$ cat config.mk
export PLATFORM = sky130hd
export DESIGN_NAME = l2_icache
export DESIGN_NICKNAME = d
export VERILOG_FILES = /design/src/verilog/l2_icache_pkg.sv /design/src/verilog/l2_icache.sv /design/src/verilog/l2_icache_ctrl.sv /design/src/verilog/l2_icache_data.sv /design/src/verilog/l2_icache_lookup.sv
export VERILOG_INCLUDE_DIRS = /design/src /design/src/verilog
export SDC_FILE = /design/constraint.sdc
export NUM_CORES = 2
export LEC_CHECK = 0
export BUFFER_PORTS_ARGS = -buffer_cell sky130_fd_sc_hd__buf_2
export CAP_MARGIN = 10
export CELL_PAD_IN_SITES_DETAIL_PLACEMENT = 2
export CELL_PAD_IN_SITES_GLOBAL_PLACEMENT = 2
export CORE_MARGIN = 4
export CORE_UTILIZATION = 30
export CTS_CLUSTER_SIZE = 20
export DETAILED_ROUTE_END_ITERATION = 6
export HOLD_SLACK_MARGIN = 0.1
export PLACE_DENSITY = 0.57
export SYNTH_ARGS = -nofsm -noshare
export SYNTH_HDL_FRONTEND = slang
export SYNTH_MEMORY_MAX_BITS = 65536
export SYNTH_SLANG_ARGS = --single-unit
export TNS_END_PERCENT = 1
$ cat constraint.sdc
create_clock -name clk -period 15.8 [get_ports clk]
set_input_delay 0.79 -clock clk [delete_from_list [all_inputs] [get_ports clk]]
set_output_delay 0.79 -clock clk [all_outputs]
set_load 0.01 [all_outputs]
$ cat src/verilog/l2_icache_settings.svh
`ifndef L2_ICACHE_SETTINGS_SVH
`define L2_ICACHE_SETTINGS_SVH

// line address width, one address per cache line
`define L2_ADDR_BITS  28

// width of one cache line
`define L2_LINE_BITS  128

// set select bits, low end of the line address
`define L2_INDEX_BITS 4
`define L2_SETS       (1 << `L2_INDEX_BITS)

`endif
$ cat src/verilog/l2_icache_pkg.sv
`include "l2_icache_settings.svh"

package l2_icache_pkg;

    typedef logic [`L2_ADDR_BITS-1:0]                  addr_t;
    typedef logic [`L2_ADDR_BITS-`L2_INDEX_BITS-1:0]   tag_t;
    typedef logic [`L2_INDEX_BITS-1:0]                 index_t;
    typedef logic [`L2_LINE_BITS-1:0]                  line_t;

    // miss controller states
    typedef enum logic {
        compare_tag = 1'b0,
        allocate    = 1'b1
    } cache_state_t;

endpackage

$ cat src/verilog/l2_icache.sv
`timescale 1ns/1ps

module l2_icache (
    input  logic                 clk,
    input  logic                 rst_n,
    input  logic                 cache_read,
    input  l2_icache_pkg::addr_t cache_addr,
    input  l2_icache_pkg::line_t mem_rdata,
    input  logic                 mem_ready,
    output logic                 L2_ready,
    output l2_icache_pkg::line_t cache_rdata,
    output logic                 mem_read,
    output l2_icache_pkg::addr_t mem_addr
);

    logic hit_way0;
    logic hit_way1;
    logic fill;
    logic fill_way;

    l2_icache_lookup u_lookup (
        .clk        (clk),
        .rst_n      (rst_n),
        .cache_addr (cache_addr),
        .fill       (fill),
        .fill_way   (fill_way),
        .hit_way0   (hit_way0),
        .hit_way1   (hit_way1)
    );

    l2_icache_ctrl u_ctrl (
        .clk        (clk),
        .rst_n      (rst_n),
        .cache_read (cache_read),
        .cache_addr (cache_addr),
        .hit_way0   (hit_way0),
        .hit_way1   (hit_way1),
        .mem_ready  (mem_ready),
        .L2_ready   (L2_ready),
        .mem_read   (mem_read),
        .fill       (fill),
        .fill_way   (fill_way),
        .mem_addr   (mem_addr)
    );

    l2_icache_data u_data (
        .clk         (clk),
        .cache_addr  (cache_addr),
        .hit_way1    (hit_way1),
        .fill        (fill),
        .fill_way    (fill_way),
        .mem_rdata   (mem_rdata),
        .cache_rdata (cache_rdata)
    );

endmodule

$ cat src/verilog/l2_icache_ctrl.sv
`timescale 1ns/1ps

`include "l2_icache_settings.svh"

module l2_icache_ctrl (
    input  logic                 clk,
    input  logic                 rst_n,
    input  logic                 cache_read,
    input  l2_icache_pkg::addr_t cache_addr,
    input  logic                 hit_way0,
    input  logic                 hit_way1,
    input  logic                 mem_ready,
    output logic                 L2_ready,
    output logic                 mem_read,
    output logic                 fill,
    output logic                 fill_way,
    output l2_icache_pkg::addr_t mem_addr
);

    l2_icache_pkg::cache_state_t state;
    l2_icache_pkg::cache_state_t state_next;

    // per set, 1 means way 0 is the victim
    logic [`L2_SETS-1:0] lru;

    l2_icache_pkg::index_t index;
    logic                  hit;
    logic                  lookup;

    assign index  = cache_addr[`L2_INDEX_BITS-1:0];
    assign hit    = hit_way0 | hit_way1;
    assign lookup = (state == l2_icache_pkg::compare_tag) && cache_read;

    always_comb begin
        state_next = state;
        case (state)
            l2_icache_pkg::compare_tag: begin
                if (cache_read && !hit) begin
                    state_next = l2_icache_pkg::allocate;
                end
            end
            l2_icache_pkg::allocate: begin
                if (mem_ready) begin
                    state_next = l2_icache_pkg::compare_tag;
                end
            end
            default: begin
                state_next = l2_icache_pkg::compare_tag;
            end
        endcase
    end

    always_ff @(posedge clk) begin
        if (!rst_n) begin
            state <= l2_icache_pkg::compare_tag;
        end else begin
            state <= state_next;
        end
    end

    assign L2_ready = lookup && hit;

    // request goes out in the miss cycle and stays up until the line arrives
    assign mem_read = (lookup && !hit) || (state == l2_icache_pkg::allocate);
    assign mem_addr = mem_read ? cache_addr : '0;

    assign fill     = (state == l2_icache_pkg::allocate) && mem_ready;
    assign fill_way = ~lru[index];

    // hit in way 1 sets the bit, hit in way 0 clears it
    always_ff @(posedge clk) begin
        if (!rst_n) begin
            lru <= '0;
        end else if (L2_ready) begin
            lru[index] <= hit_way1;
        end
    end

endmodule

$ cat src/verilog/l2_icache_data.sv
`timescale 1ns/1ps

`include "l2_icache_settings.svh"

module l2_icache_data (
    input  logic                 clk,
    input  l2_icache_pkg::addr_t cache_addr,
    input  logic                 hit_way1,
    input  logic                 fill,
    input  logic                 fill_way,
    input  l2_icache_pkg::line_t mem_rdata,
    output l2_icache_pkg::line_t cache_rdata
);

    // line store, way by set
    l2_icache_pkg::line_t line_mem [0:1][0:`L2_SETS-1];

    l2_icache_pkg::index_t index;
    l2_icache_pkg::line_t  line_way0;
    l2_icache_pkg::line_t  line_way1;

    assign index = cache_addr[`L2_INDEX_BITS-1:0];

    // refill from memory into the victim way
    always_ff @(posedge clk) begin
        if (fill) begin
            line_mem[fill_way][index] <= mem_rdata;
        end
    end

    assign line_way0 = line_mem[0][index];
    assign line_way1 = line_mem[1][index];

    // way 0 is the default, only qualified by L2_ready outside
    always_comb begin
        if (hit_way1) begin
            cache_rdata = line_way1;
        end else begin
            cache_rdata = line_way0;
        end
    end

endmodule

$ cat src/verilog/l2_icache_lookup.sv
`timescale 1ns/1ps

`include "l2_icache_settings.svh"

module l2_icache_lookup (
    input  logic                 clk,
    input  logic                 rst_n,
    input  l2_icache_pkg::addr_t cache_addr,
    input  logic                 fill,
    input  logic                 fill_way,
    output logic                 hit_way0,
    output logic                 hit_way1
);

    // address split
    l2_icache_pkg::index_t index;
    l2_icache_pkg::tag_t   tag;

    // tag store, way by set
    l2_icache_pkg::tag_t tag_mem [0:1][0:`L2_SETS-1];

    // valid bits, one vector per way
    logic [`L2_SETS-1:0] valid [0:1];

    logic [1:0] hit;

    assign index = cache_addr[`L2_INDEX_BITS-1:0];
    assign tag   = cache_addr[`L2_ADDR_BITS-1:`L2_INDEX_BITS];

    // compare both ways of the selected set
    always_comb begin
        for (int w = 0; w < 2; w++) begin
            hit[w] = valid[w][index] && (tag_mem[w][index] == tag);
        end
    end

    assign hit_way0 = hit[0];
    assign hit_way1 = hit[1];

    // tag written with the line on a fill
    always_ff @(posedge clk) begin
        if (fill) begin
            tag_mem[fill_way][index] <= tag;
        end
    end

    // valid bits only ever set, cleared by reset
    always_ff @(posedge clk) begin
        if (!rst_n) begin
            valid[0] <= '0;
            valid[1] <= '0;
        end else if (fill) begin
            valid[fill_way][index] <= 1'b1;
        end
    end

endmodule

==> results.ini <==
[synthesis]
post_synth.cell_area_avg_um2 = 24.8
yosys_warnings = 0
synth_cell_types = 79
yosysSeqAreaShare_pct = 78.2
netlist_instances = 7587
synth-seq-cells = 4913
ys.flop_type = edfxtp_1
syn_area_um2 = 188000
synth_fp_nets = 7747
synth_edf_count = 4864
synthArstFlopShare_pct = 0

[power]
p_comb_share_pct = 4.6
swShare_pct = 22.4
p_int_uw = 21800
p_sw_uw = 6290
power_leakage_uw = 0.0667
vdd_ir_drop_max_mv = 0.0925
power_density_nw_per_um2 = 129
p_clk_share_pct = 44.2
pwr-share-seq_pct = 51.2

[final_layout]
finalNonFillerCells = 17100
num-nets-final = 8446
final_cell_mix = edfxtp_1 (4864), mux4_2 (1449), clkbuf_16 (544), buf_2 (313), buf_4 (217)
final_common_cell = edfxtp_1
area_delta_synth_final_pct = 15.9
drive_above_1_share_pct = 32.4

[clocking]
cts_tree = yes
htreeDepth = 6
cts-root-buf = clkbuf_16
cts-resized-gates = 0
numCtsBuffers = 543
path_clk_slew_ns = 0.06
hold_buffers = 2
cts_setup_buffers = 0
clkLatencyLatePin_ns = 1.05
clk_path_buf_depth = 4
cts.sinks = 4913

[critical_path]
cp.arrival_ns = 8.26
crit_top_cell = buf_4
crit_chain = buf_12 > buf_4 > mux4_2 > mux2i_1 > xnor2_1 > nand3_1 > o41ai_1 > nor3b_4 > and3_4 > buf_4 > buf_4 > mux2_1 > buf_2
r2r_setup_slack_ns = 10.47
reg2reg_depth = 9
cp.required_ns = 15.01
crit_slowest_cell = o41ai_1
cpPeakStageDelay_ns = 1.10
r2r-end = u_ctrl.state
worst-path-buf-inv = 5
worstSetupPathDepth = 13
crit_family = buffers and inverters
path_class = input port to output port
worstSetupEndpoint = cache_rdata[53]
startpoint_type = input port
path_max_fanout = 78
r2r-start = u_lookup.tag_mem[1][167]
crit_path_end_kind = output port
startpoint = cache_addr[0]

[placed_design]
gp_congestion = 0.748
place_hpwl_um = 313000
dp.cells = 16100
portBuffers = 317

[sta]
tightest_slew_ns = 1.23
finalCritPeriodShare_pct = 57.3
drv_slew = 0
fin_tns_setup_ns = 0
fmax_mhz = 111
skew_ns = 0.0638
hold_viol = 0
rsz0062_at_grt = no
setup_viol = 0
fin_crit_ns = 9.05
max-slew-margin-rel_pct = 16.7

[route]
drtPass1Iterations = 5
wl_um = 588000
viasPerCell = 5.23
ant_nets = 0
wl_per_cell_um = 34.5
drcViolationCount = 0
drt_iter0_drc = 9429
via_count = 89200

[floorplanning]
dieArea_um2 = 640000
pin_count = 318
core_um2 = 624000
rows = 290
chipHeight_um = 800
die_x_um = 800
start_util_pct = 30.1

[worst_hold_path]
hold_class = input port to flop

[status]
status = complete, no violations

[job]
maxCapViolations = 0

[global_route]
grt_use_total_pct = 18.1
grt_pass1_vias = 96100
grt_start_max_net_pins = 128
grt_overflow = 0
antenna_found_initial = 100
grt_pass1_wl_um = 819000

through the flow:
step | worst slack (ns) | utilization, % | instance area, um^2 | total power [uW] | hold slack [ns]
4_1_cts | 6.64 | 34.9 | 218000 | 28400 | 0.111
3_5_place_dp | 6.68 | 32.1 | 201000 | 16000 | 0.453
2_1_floorplan | 5.39 | - | 188000 | 15400 | 0.434
6_report | 6.75 | 34.9 | 218000 | 28000 | 0.232
5_1_grt | 6.50 | 34.9 | 218000 | 29000 | 0.191
3_3_place_gp | 7.03 | 32.1 | 201000 | 15900 | 0.441
power by group through the flow:
stage | clock, uW | sequential [uW] | combinational, uW
2_1_floorplan | 0 | 14600 | 717
3_3_place_gp | 0 | 14600 | 1300
3_5_place_dp | 0 | 14600 | 1340
4_1_cts | 12700 | 14400 | 1340
5_1_grt | 13300 | 14400 | 1390
6_report | 12400 | 14400 | 1300
sequential cells by signal, indices dropped and copies added (netlist names):
register and count:
u_lookup.valid 32, u_lookup.tag_mem 768, u_ctrl.lru 16, u_data.line_mem 4096
u_ctrl.state 1
Yosys cell counts (all sizes together) (3+ instances only):
cell     instances  area share [%]
xnor2           57            0.27
dfxtp           49            0.52
o32ai            4           0.023
nor2b            8           0.027
mux2i          142            0.76
a31oi            6           0.020
a21oi           11           0.029
nand2           59            0.12
nand4           18           0.060
o31ai            7           0.028
a2111oi          4           0.032
a22o            10           0.047
nor3            13           0.035
nand3           23           0.061
nor2            66            0.13
clkbuf         221            0.44
mux4          1449              17
a211oi          36            0.14
a21boi          16           0.064
o22ai            5           0.017
o21ai           10           0.027
mux2           136            0.81
nand2b           8           0.027
a21o             4           0.016
and2             5           0.017
o2111ai          4           0.022
buf            184            0.57
o41ai           13           0.069
nand4b           4           0.022
clkinv           3          0.0060
inv             26           0.052
o2bb2ai          3           0.014
nor4             6           0.023
edfxtp        4864              78
o21a            32            0.13
a221oi          10           0.050
and3             3           0.010
a22oi           34            0.14
worst min-delay path by stage:
stage / startpoint / endpoint / depth (start not counted)
6_report: mem_rdata[64] / u_data.line_mem[0][576] / 1
5_1_grt: mem_rdata[20] / u_data.line_mem[1][20] / 1
4_1_cts: mem_rdata[124] / u_data.line_mem[0][1660] / 1
3_5_place_dp: u_lookup.valid[0][0] / u_lookup.valid[0][0] / 1
3_3_place_gp: u_lookup.valid[1][10] / u_lookup.valid[1][10] / 1
2_1_floorplan: u_ctrl.lru[14] / u_ctrl.lru[14] / 2
kinds of logic after synthesis:
| kind of cell | after synthesis | synth area share [%] |
|---|---|---|
| and+or+nand+nor | 226 | 0.595 |
| DFF | 4913 | 78.2 |
| xor gates and xnor gates | 57 | 0.265 |
| muxes | 1727 | 18.9 |
| buffers and inverters | 434 | 1.07 |
| AOI/OAI and AO/OA | 230 | 0.963 |
final cells by class:
class / count / area, um^2
fill: 59800 / 406000
sequential: 4913 / 147000
multi-input combinational: 2240 / 39300
clock buffer: 682 / 14100
tap: 8322 / 10400
timing repair buffer: 559 / 3740
clock inverter: 293 / 3150
inverter: 29 / 116
antenna: 12 / 30.0
routing by layer:
| layer | GRT usage, % | vias to the layer above | wire [um] |
|---|---|---|---|
| met2 | 30.9 | 2971 | 295000 |
| li1 | - | 34500 | - |
| met5 | 0 | - | 265 |
| met4 | 3.27 | 40 | 10700 |
| met3 | 2.52 | 769 | 30200 |
| met1 | 24.9 | 50900 | 252000 |
No activity file was read; power rests on OpenSTA's default activity.
